`config.mk`:
```
export PLATFORM = sky130hd
export DESIGN_NAME = ntm_cosine_control
export DESIGN_NICKNAME = d
export VERILOG_FILES = /design/src/design/ntm_cosine_pkg.sv /design/src/design/ntm_cosine_control.sv
export VERILOG_INCLUDE_DIRS = /design/src /design/src/design
export SDC_FILE = /design/constraint.sdc
export NUM_CORES = 1
export LEC_CHECK = 0
export BUFFER_PORTS_ARGS = -buffer_cell sky130_fd_sc_hd__buf_4
export CELL_PAD_IN_SITES_DETAIL_PLACEMENT = 1
export CELL_PAD_IN_SITES_GLOBAL_PLACEMENT = 2
export CORE_MARGIN = 2
export CORE_UTILIZATION = 30
export CTS_BUF_LIST = sky130_fd_sc_hd__clkbuf_16
export CTS_CLUSTER_SIZE = 12
export DETAILED_ROUTE_END_ITERATION = 16
export GPL_TIMING_DRIVEN = 0
export HOLD_SLACK_MARGIN = 0.08
export PLACE_DENSITY = 0.73
export SLEW_MARGIN = 15
export SYNTH_ARGS = -nofsm -noshare
export SYNTH_HDL_FRONTEND = slang
export SYNTH_SLANG_ARGS = --single-unit
```
`constraint.sdc`:
```
create_clock -name CLK -period 3.7 [get_ports CLK]
set_input_delay 0.74 -clock CLK [delete_from_list [all_inputs] [get_ports CLK]]
set_output_delay 0.74 -clock CLK [all_outputs]
set_load 0.1 [all_outputs]
```
`src/design/ntm_cosine_macros.svh`:
```
// Project wide widths for the cosine engine, included before anything that sizes words or sums
`ifndef NTM_COSINE_MACROS_SVH
`define NTM_COSINE_MACROS_SVH

// Data word and modulus width
`define NTM_DATA_SIZE 16

// Row count, row length and loop index width
`define NTM_INDEX_SIZE 8

`endif

```
`src/design/ntm_cosine_pkg.sv`:
```
// Shared types of the cosine engine, imported by every RTL module of the project
`default_nettype none

`include "ntm_cosine_macros.svh"

package ntm_cosine_pkg;

  ////////////////////
  // Data types
  ////////////////////

  // One residue or raw data word
  typedef logic [`NTM_DATA_SIZE-1:0] ntm_word_t;

  // Full product of two words, before reduction
  typedef logic [2*`NTM_DATA_SIZE-1:0] ntm_product_t;

  // Sizes and loop indices
  typedef logic [`NTM_INDEX_SIZE-1:0] ntm_index_t;

  ////////////////////
  // Control FSM
  ////////////////////

  typedef enum logic [1:0] {
    STATE_IDLE,
    STATE_INPUT,
    STATE_COMBINE
  } ntm_cosine_state_t;

endpackage

`default_nettype wire

```
`src/design/ntm_cosine_control.sv`:
```
// Job and row sequencer of the cosine engine, pairs A and B elements and drives the strobes
`timescale 1ns/1ps
`default_nettype none

module ntm_cosine_control
  import ntm_cosine_pkg::*;
(
  input  logic       CLK,
  input  logic       RST,
  input  logic       start,
  input  ntm_index_t size_i_in,
  input  ntm_index_t size_j_in,
  input  ntm_word_t  modulo_in,
  input  logic       data_a_in_enable,
  input  logic       data_b_in_enable,
  input  ntm_word_t  data_a_in,
  input  ntm_word_t  data_b_in,
  output logic       acc_clear,
  output logic       acc_enable,
  output ntm_word_t  pair_a,
  output ntm_word_t  pair_b,
  output ntm_word_t  modulus,
  output logic       combine_start,
  input  logic       result_valid,
  input  ntm_word_t  result,
  output logic       data_out_enable,
  output ntm_word_t  data_out,
  output logic       ready
);

  ////////////////////
  // Signals
  ////////////////////

  ntm_cosine_state_t state;
  // Job sizes and loop indices
  ntm_index_t size_i;
  ntm_index_t size_j;
  ntm_index_t index_i;
  ntm_index_t index_j;
  // Element waiting for its partner
  logic       a_pending;
  logic       b_pending;
  logic       have_a;
  logic       have_b;
  logic       in_input;
  logic       job_accept;
  logic       pair_issue;

  assign in_input   = (state == STATE_INPUT);
  assign job_accept = (state == STATE_IDLE) && start;
  assign have_a     = data_a_in_enable || a_pending;
  assign have_b     = data_b_in_enable || b_pending;
  assign pair_issue = in_input && have_a && have_b;

  ////////////////////
  // Job and pair data
  ////////////////////

  // pair_a and pair_b double as the holding registers
  always_ff @(posedge CLK) begin
    if (job_accept) begin
      size_i  <= size_i_in;
      size_j  <= size_j_in;
      modulus <= modulo_in;
    end
    if (in_input && data_a_in_enable) begin
      pair_a <= data_a_in;
    end
    if (in_input && data_b_in_enable) begin
      pair_b <= data_b_in;
    end
  end

  ////////////////////
  // FSM
  ////////////////////

  always_ff @(posedge CLK or posedge RST) begin
    if (RST) begin
      state           <= STATE_IDLE;
      index_i         <= '0;
      index_j         <= '0;
      a_pending       <= 1'b0;
      b_pending       <= 1'b0;
      acc_clear       <= 1'b0;
      acc_enable      <= 1'b0;
      combine_start   <= 1'b0;
      data_out_enable <= 1'b0;
      data_out        <= '0;
      ready           <= 1'b0;
    end else begin
      // Single cycle strobes
      acc_clear       <= 1'b0;
      acc_enable      <= 1'b0;
      combine_start   <= 1'b0;
      data_out_enable <= 1'b0;
      ready           <= 1'b0;
      case (state)
        STATE_IDLE: begin
          if (start) begin
            index_i   <= '0;
            index_j   <= '0;
            a_pending <= 1'b0;
            b_pending <= 1'b0;
            acc_clear <= 1'b1;
            state     <= STATE_INPUT;
          end
        end
        STATE_INPUT: begin
          if (pair_issue) begin
            acc_enable <= 1'b1;
            a_pending  <= 1'b0;
            b_pending  <= 1'b0;
            // Last column closes the row
            if (index_j == size_j - ntm_index_t'(1)) begin
              index_j <= '0;
              state   <= STATE_COMBINE;
            end else begin
              index_j <= index_j + ntm_index_t'(1);
            end
          end else begin
            // A repeated element just overwrites the held one
            a_pending <= have_a;
            b_pending <= have_b;
          end
        end
        STATE_COMBINE: begin
          // Last pair lands in the sums this cycle
          combine_start <= acc_enable;
          if (result_valid) begin
            data_out        <= result;
            data_out_enable <= 1'b1;
            if (index_i == size_i - ntm_index_t'(1)) begin
              ready <= 1'b1;
              state <= STATE_IDLE;
            end else begin
              index_i   <= index_i + ntm_index_t'(1);
              acc_clear <= 1'b1;
              state     <= STATE_INPUT;
            end
          end
        end
        default: begin
          state <= STATE_IDLE;
        end
      endcase
    end
  end

endmodule

`default_nettype wire

```
Yosys cells after proc, flatten, opt, wreduce, memory -nomap -nowiden. Index checks and enable logic that the tools add are counted.

Reductions and logical operators: 15. Mux-type cells: 30. $add $sub $neg: 4. Eq/ne operators: 9.

Operators by type and width (count): $mux W8 (5); $pmux W8 S2 (2); $add A8 B1 Y8 const B (2); $eq A8 B8 Y1 (2); $sub A8 B1 Y8 const B (2); $mux W1 (15); $mux W2 (4); $reduce_and A4 Y1 (2); $ne A2 B2 Y1 const B (3); $pmux W1 S2 (3); $pmux W2 S3 (1); $logic_and A1 B1 Y1 (5); $ne A2 B1 Y1 const B (2); $reduce_and A2 Y1 (2); $reduce_bool A2 Y1 (2); $reduce_and A3 Y1 (1); $eq A2 B1 Y1 const B (1); $eq A2 B2 Y1 const B (1); $logic_not A2 Y1 (1); $logic_or A1 B1 Y1 (2).

Input port bits: 86. Word-level logic and storage cells: 74. Output and inout bits: 69. Flip-flop bits (word level): 105.

Longest topological paths before layout. Gate-level depths: netlist of run 1.

Depth in word-level cells: 5. Depth in mapped cells: 9. Mapped depth without buffers: 8.

Least setup slack after synthesis of run 1. OpenSTA, ideal clock, no wires.

Path type: input to register. Start: input start. End: register b_pending. Path slack: 1.115 ns. Arrival time: 2.464 ns. Cell stages on the path: 5. Library setup time: 0.121 ns. Data required time: 3.579 ns. Path buffers: 1. Cell sequence: or3b_2 clkbuf_1 inv_1 o21ai_0 a22o_1.

Cells in the longest elaborated chain, start to end: 2.

Ends and longest elaborated chain: start, declared (line ntm_cosine_control.sv:10) `input logic start,`; $ne A2 B2 Y1 (no line); $reduce_and A2 Y1 (no line); end signal, assigned (line ntm_cosine_control.sv:125) `b_pending <= have_b;`; end, declared (line ntm_cosine_control.sv:43) `logic b_pending;`.

No other way between the ends. A chain may end at the register's enable or synchronous reset.

Final worst setup path of run 1.
Start: register size_j[0]. End: register index_j[7].

Cells in the longest elaborated chain, start to end: 5.

Ends and longest elaborated chain: start, declared (line ntm_cosine_control.sv:38) `ntm_index_t size_j;`; start signal, assigned (line ntm_cosine_control.sv:64) `size_j <= size_j_in;`; $sub A8 B1 Y8 (line ntm_cosine_control.sv:116) `if (index_j == size_j - ntm_index_t'(1)) begin`; $eq A8 B8 Y1 (line ntm_cosine_control.sv:116); $mux W8 (line ntm_cosine_control.sv:116); $mux W8 (line ntm_cosine_control.sv:111) `if (pair_issue) begin`; $pmux W8 S2 (line ntm_cosine_control.sv:99) `case (state)`; end signal, assigned (line ntm_cosine_control.sv:120) `index_j <= index_j + ntm_index_t'(1);`; end, declared (line ntm_cosine_control.sv:40) `ntm_index_t index_j;`.

No other way between the ends. The select of a mux whose other input is x is not followed.

==> flow_metrics.py, run 1 <==
metrics = {
    "status": {
        "outcome": "finished clean",
    },
    "yosys": {
        "synth_top_area_cell": "edfxtp_1",
        "async_flop_share": 0.390,
        "synthesis.area_sq_um": 4170,
        "synth_fp_nets": 397,
        "yosysMostFrequentCell": "edfxtp_1",
        "syn_avg_cell_area_sq_um": 13.6,
        "synth_seq_cells": 105,
        "synth_warnings": 0,
        "synth_common_cells": "edfxtp_1, nand2_1, dfrtp_1, nor2_1",
        "syn_inst": 307,
        "yosys-top-cells-area": "edfxtp_1, dfrtp_1, nand2_1",
        "synth.distinct_cells": 50,
        "ys_seq_area_frac": 0.707,
        "synth_ff_type": "edfxtp_1",
        "synth_edf_count": 64,
        "yosys.area.top_type_share": 0.461,
    },
    "clock_network": {
        "cts.htree.levels": 3,
        "clk_latency_ps": 350,
        "cts_tree": "yes",
        "cts-buffers-inserted": 9,
        "cts_root_buffer": "clkbuf_16",
        "clockBufferDepth": 2,
        "cts_hold_buf": 0,
        "path_clk_slew_ps": 70,
        "cts_setup_buffers": 0,
        "cts_resized": 0,
        "cts_sinks": 105,
    },
    "route": {
        "num_vias": 2986,
        "postRouteAntennaNets": 0,
        "viasPerCell": 4.54,
        "post_drt_wl_per_cell_um": 15.2,
        "drc_errors": 0,
        "drtIter0Drc": 120,
        "routed_wl_mm": 9.99,
        "first_pass_iters": 4,
    },
    "worst_setup_path": {
        "cp.required_ps": 3900,
        "critPathLaunchType": "flip-flop",
        "crit_type": "flip-flop to flip-flop",
        "critPathCapture": "index_j[7]$_DFFE_PP0P_",
        "crit_fanout": 8,
        "arrival_ps": 2860,
        "reg2reg_slack_ps": 1040,
        "r2r-start": "size_j[0]$_DFFE_PP_",
        "startpoint": "size_j[0]$_DFFE_PP_",
        "rr_endpoint": "index_j[7]$_DFFE_PP0P_",
        "crit_path_end_kind": "flip-flop",
        "reg2reg_depth": 8,
    },
    "floorplan": {
        "die_w_um": 122,
        "start_util": 0.304,
        "fp.dieH_um": 122,
        "ioPinCount": 155,
        "std_cell_rows": 43,
        "die_area_sq_um": 14900,
        "core-area_sq_um": 13700,
    },
    "power": {
        "p_total_mw": 3.23,
        "p_seq_frac": 0.447,
        "p_switching_mw": 1.06,
        "p_leak_nw": 2.60,
        "peakVddDrop_mv": 0.218,
        "p_sw_frac": 0.327,
        "power.share.clock": 0.308,
        "intPower_mw": 2.17,
        "comb_power_share": 0.245,
        "power.density_nw_per_um2": 548,
    },
    "cells_and_area": {
        "area_growth_pct": 41.2,
        "diodes": 0,
        "drive_gt1_frac": 0.383,
        "finalNetCount": 563,
        "utilization": 0.429,
    },
    "global_route": {
        "grt_usage": 0.137,
        "grt-ovfl-total": 0,
        "grt_pass1_wl_mm": 15.7,
        "grt_max_degree": 37,
        "antenna_found_initial": 0,
        "first_global_vias": 3168,
    },
    "place": {
        "gp_congestion": 0.744,
        "dp_hpwl_mm": 7.47,
        "io_buffer_count": 154,
    },
    "sta": {
        "drv_slew": 0,
        "rsz0062_at_grt": "no",
        "final-setup-viol-count": 0,
        "fmax_mhz": 376,
        "layout_min_cycle_time_ps": 2660,
        "clock_skew_ps": 5.70,
        "fin_setup_tns_ps": 0,
        "max_slew_margin": 0.465,
        "min_period_over_period": 0.719,
        "final_hold_viol_count": 0,
        "worst_pin_slew_ps": 802,
    },
    "run": {
        "maxCapViolations": 0,
    },
    "hold_path": {
        "holdCritPathClass": "input port to async pin",
    },
}
[worst min-delay path by stage]
stage | startpoint | endpoint
floorplan | b_pending$_DFFE_PP0P_ | b_pending$_DFFE_PP0P_
global placement | data_out[3]$_DFFE_PP0P_ | data_out[3]$_DFFE_PP0P_
detailed placement | data_out[0]$_DFFE_PP0P_ | data_out[0]$_DFFE_PP0P_
CTS | RST | data_out[15]$_DFFE_PP0P_
global route | RST | data_out[14]$_DFFE_PP0P_
finish | RST | data_out[5]$_DFFE_PP0P_
[logic make-up after synthesis]
kind of cell / count (synthesis) / synth area share
multiplexers: 5 / 0.0132
AO/OA/AOI/OAI: 32 / 0.0594
flip-flops: 105 / 0.707
AND/OR/NAND/NOR: 115 / 0.135
XOR/XNOR: 25 / 0.0525
adder cells (fa/ha/maj): 4 / 0.0120
buffers and inverters: 21 / 0.0213
[power by group through the flow]
stage                     Clock (mW)  Sequential [mW]  Combinational, mW
final                          0.995             1.44              0.790
after global routing            1.08             1.46              0.837
after CTS                       1.03             1.44              0.799
after detailed placement           0             1.47              0.798
after global placement             0             1.47              0.783
after floorplan                    0             1.85              0.189
[worst max-delay path, stage by stage, from the launching register on]
cell and delay [ps]:
edfxtp_1 430, inv_1 80, ha_1 170, nor3b_1 510, mux2i_1 150, nor3b_1 220
o2111ai_1 240, a21boi_1 590, nor2_1 130
[cells in the final DEF, fill, tap and decap left out, drive strengths merged, types with 3 or more instances in the layout]
cell type	count
clkbuf	14
nor3	6
nor4	4
xnor2	13
buf	158
or4	3
xor2	12
nand2	56
ha	4
and3	3
edfxtp	64
nand4	9
nor2b	3
and2	4
nor2	14
o21ai	3
clkinv	3
nand2b	4
mux2i	4
o211ai	4
o31ai	6
dfrtp	41
nor3b	4
inv	14
a21oi	4
[state kept, by name (all words and copies together), names as in the netlist]
register         count
size_i               8
combine_start        1
b_pending            1
size_j               8
pair_a              16
a_pending            1
data_out_enable      1
data_out            16
ready                1
index_j              8
modulus             16
acc_clear            1
index_i              8
state                2
acc_enable           1
pair_b              16
[stage by stage]
| step | cells | setup slack [ps] | hold slack, ps | area, sq um |
|---|---|---|---|---|
| floorplan | 307 | 1110 | 491 | 4170 |
| global placement | 641 | 533 | 460 | 5550 |
| detailed placement | 642 | 969 | 469 | 5580 |
| CTS | 658 | 956 | 453 | 5890 |
| global route | 658 | 717 | 470 | 5890 |
| finish | 658 | 1040 | 437 | 5890 |
[final cells by class]
class                   count  area [sq um]
fillers                  1483          7830
flip-flops and latches    105          2950
repair buffers            155          1180
multi-input cells         181          1130
clock buffers               9           225
well taps                 180           225
clock inverters             7          86.3
inverters                  13          48.8
plain buffers               8          40.0
[per-layer routing]
metal  vias up  wire, um  track usage  share of wire
met5         -         0            0              0
met2       116      4730        0.218           0.47
li1       1429         -            -              -
met1      1428      4290        0.173           0.43
met3        13       801       0.0393          0.080
met4         0       179       0.0647          0.018
Note: power is estimated with default switching activity, not from simulation.
==> inputs of run 2 (changes only) <==
Settings changed: ABC_AREA set to 1, PLACE_DENSITY 0.73 to 0.76.
Clock period 3.7 ns to 2.8 ns, I/O delays scaled along.
==> flow_metrics.py, run 2 <==
metrics = {
    "yosys": {
        "synth_warnings": 0,
        "synth_seq_cells": 105,
        "synth_top_area_cell": "edfxtp_1",
        "async_flop_share": 0.390,
        "synth_common_cells": "nand2_1, edfxtp_1, inv_1, dfrtp_1, nor2_1",
        "synthAdderAreaFrac": 0.0112,
        "synth_edf_count": 64,
        "synth_top_family_by_area": "simple AND/OR/NAND/NOR gates",
        "synth_ff_type": "edfxtp_1",
        "yosys-top-cells-area": "edfxtp_1, dfrtp_1, nand2_1",
        "synth_compound_area_frac": 0.0261,
        "synth_fp_nets": 499,
        "synth.distinct_cells": 32,
        "synth-xor-area-share": 0.0334,
        "yosys.area.top_type_share": 0.431,
        "syn_inst": 409,
        "synthSimpleGateAreaFrac": 0.222,
        "synth.mux.area_fraction": 0,
        "yosysMostFrequentCell": "nand2_1",
        "ys_seq_area_frac": 0.662,
        "synthesis.area_sq_um": 4450,
        "syn_avg_cell_area_sq_um": 10.9,
    },
    "cells_and_area": {
        "mostFrequentLayoutCells": "buf_4, nand2_1, edfxtp_1",
        "fin_cells": 763,
        "fillers": 1639,
        "area_growth_pct": 38.1,
        "drive_gt1_frac": 0.347,
        "diodes": 0,
        "layout_commonest_cell": "buf_4",
        "design_area_sq_um": 6150,
        "finalNetCount": 665,
        "utilization": 0.423,
    },
    "sta": {
        "max_slew_margin": 0.451,
        "min_period_over_period": 0.710,
        "layout_min_cycle_time_ps": 1990,
        "fmax_mhz": 503,
        "worst_pin_slew_ps": 823,
        "drv_slew": 0,
        "setup_slack_ps": 811,
        "final_hold_viol_count": 0,
        "rsz0062_at_grt": "no",
        "final-setup-viol-count": 0,
        "clock_skew_ps": 8.27,
        "fin_setup_tns_ps": 0,
        "fin_hold_ws_ps": 117,
    },
    "worst_setup_path": {
        "critPathLaunchType": "flip-flop",
        "crit_path_end_kind": "flip-flop",
        "crit_type": "flip-flop to flip-flop",
        "crit_fanout": 9,
        "cp.required_ps": 3020,
        "arrival_ps": 2210,
        "reg2reg_depth": 11,
    },
    "clock_network": {
        "cts.htree.levels": 3,
        "path_clk_slew_ps": 70,
        "cts_sinks": 105,
        "cts_root_buffer": "clkbuf_16",
        "cts-buffers-inserted": 9,
        "clk_latency_ps": 350,
        "clockBufferDepth": 2,
        "cts_tree": "yes",
        "cts_hold_buf": 0,
        "cts_resized": 0,
        "cts_setup_buffers": 0,
    },
    "global_route": {
        "antenna_found_initial": 0,
        "first_global_vias": 3752,
        "grt_pass1_wl_mm": 18.4,
        "grt-ovfl-total": 0,
        "grt_max_degree": 35,
        "grt_usage": 0.146,
    },
    "floorplan": {
        "fp.dieH_um": 126,
        "die_area_sq_um": 15800,
        "die_w_um": 126,
        "ioPinCount": 155,
        "std_cell_rows": 44,
        "core-area_sq_um": 14500,
        "start_util": 0.306,
    },
    "place": {
        "place_area_sq_um": 5860,
        "dp_hpwl_mm": 8.39,
        "gp_congestion": 0.745,
        "pre_cts_ws_ps": 721,
        "post-place-cells": 748,
        "io_buffer_count": 154,
    },
    "hold_path": {
        "holdCritPathClass": "input port to async pin",
    },
    "route": {
        "num_vias": 3372,
        "post_drt_wl_per_cell_um": 14.4,
        "drc_errors": 0,
        "first_pass_iters": 4,
        "drtIter0Drc": 92,
        "viasPerCell": 4.42,
        "routed_wl_mm": 11.0,
        "postRouteAntennaNets": 0,
    },
    "power": {
        "power.density_nw_per_um2": 612,
        "p_leak_nw": 2.91,
        "peakVddDrop_mv": 0.439,
        "p_total_mw": 3.77,
    },
    "run": {
        "maxCapViolations": 0,
    },
    "status": {
        "outcome": "finished clean",
    },
}
[run 2: layout make-up]
type                       instances  area [sq um]  area share
multi-input combinational        254          1310       0.213
clock inverter                     6          60.1     0.00976
clock buffer                       9           225      0.0366
sequential                       105          2950       0.479
inverter                          47           176      0.0287
timing repair buffer             155          1180       0.191
buffer                             3          25.0     0.00407
tap                              184           230      0.0374
[run 2: cells by family after synthesis]
kind of cell,Yosys count
adder cells (fa/ha/maj),4
XOR/XNOR,17
buffers and inverters,50
flip-flops,105
AO/OA/AOI/OAI,19
AND/OR/NAND/NOR,214
[run 2: path summary, 6_finish.rpt]
| path | startpoint | slack, ps | to |
|---|---|---|---|
| setup / recovery | size_j[0]$_DFFE_PP_ | 810 | state[0]$_DFFE_PP0P_ |
| hold / removal | RST | 120 | data_out[5]$_DFFE_PP0P_ |
| setup reg to reg | size_j[0]$_DFFE_PP_ | 810 | state[0]$_DFFE_PP0P_ |
| hold reg to reg | data_out[4]$_DFFE_PP0P_ | 480 | data_out[4]$_DFFE_PP0P_ |
| max in group asynchronous | RST | 2240 | index_i[0]$_DFFE_PP0P_ |
| min in group CLK | modulo_in[9] | 380 | modulus[9]$_DFFE_PP_ |
[run 2: per-layer routing]
metal  GRT usage  routed length [um]  vias to the layer above  part of all wire
li1            -                   -                     1663                 -
met1       0.162                4350                     1612              0.40
met2       0.260                5740                       88              0.52
met3      0.0514                 706                        9             0.064
met4      0.0491                 173                        0             0.016
met5           0                   0                        -                 0
[run 2: report_power, final]
part           leakage [nW]  switching (mW)  internal [mW]
registers              1.14          0.0843           1.74
logic                  1.63           0.496          0.227
clock network         0.139           0.599          0.617
[run 2: critical path: stages, from the launching register on]
cell and delay (ps):
edfxtp_1 440, inv_1 140, ha_1 260, nand3_1 150, nand2_1 90, inv_1 40
nor2_1 90, nand2_1 70, nor2_1 180, nand2_1 90, nand2_2 210, nand3_1 100
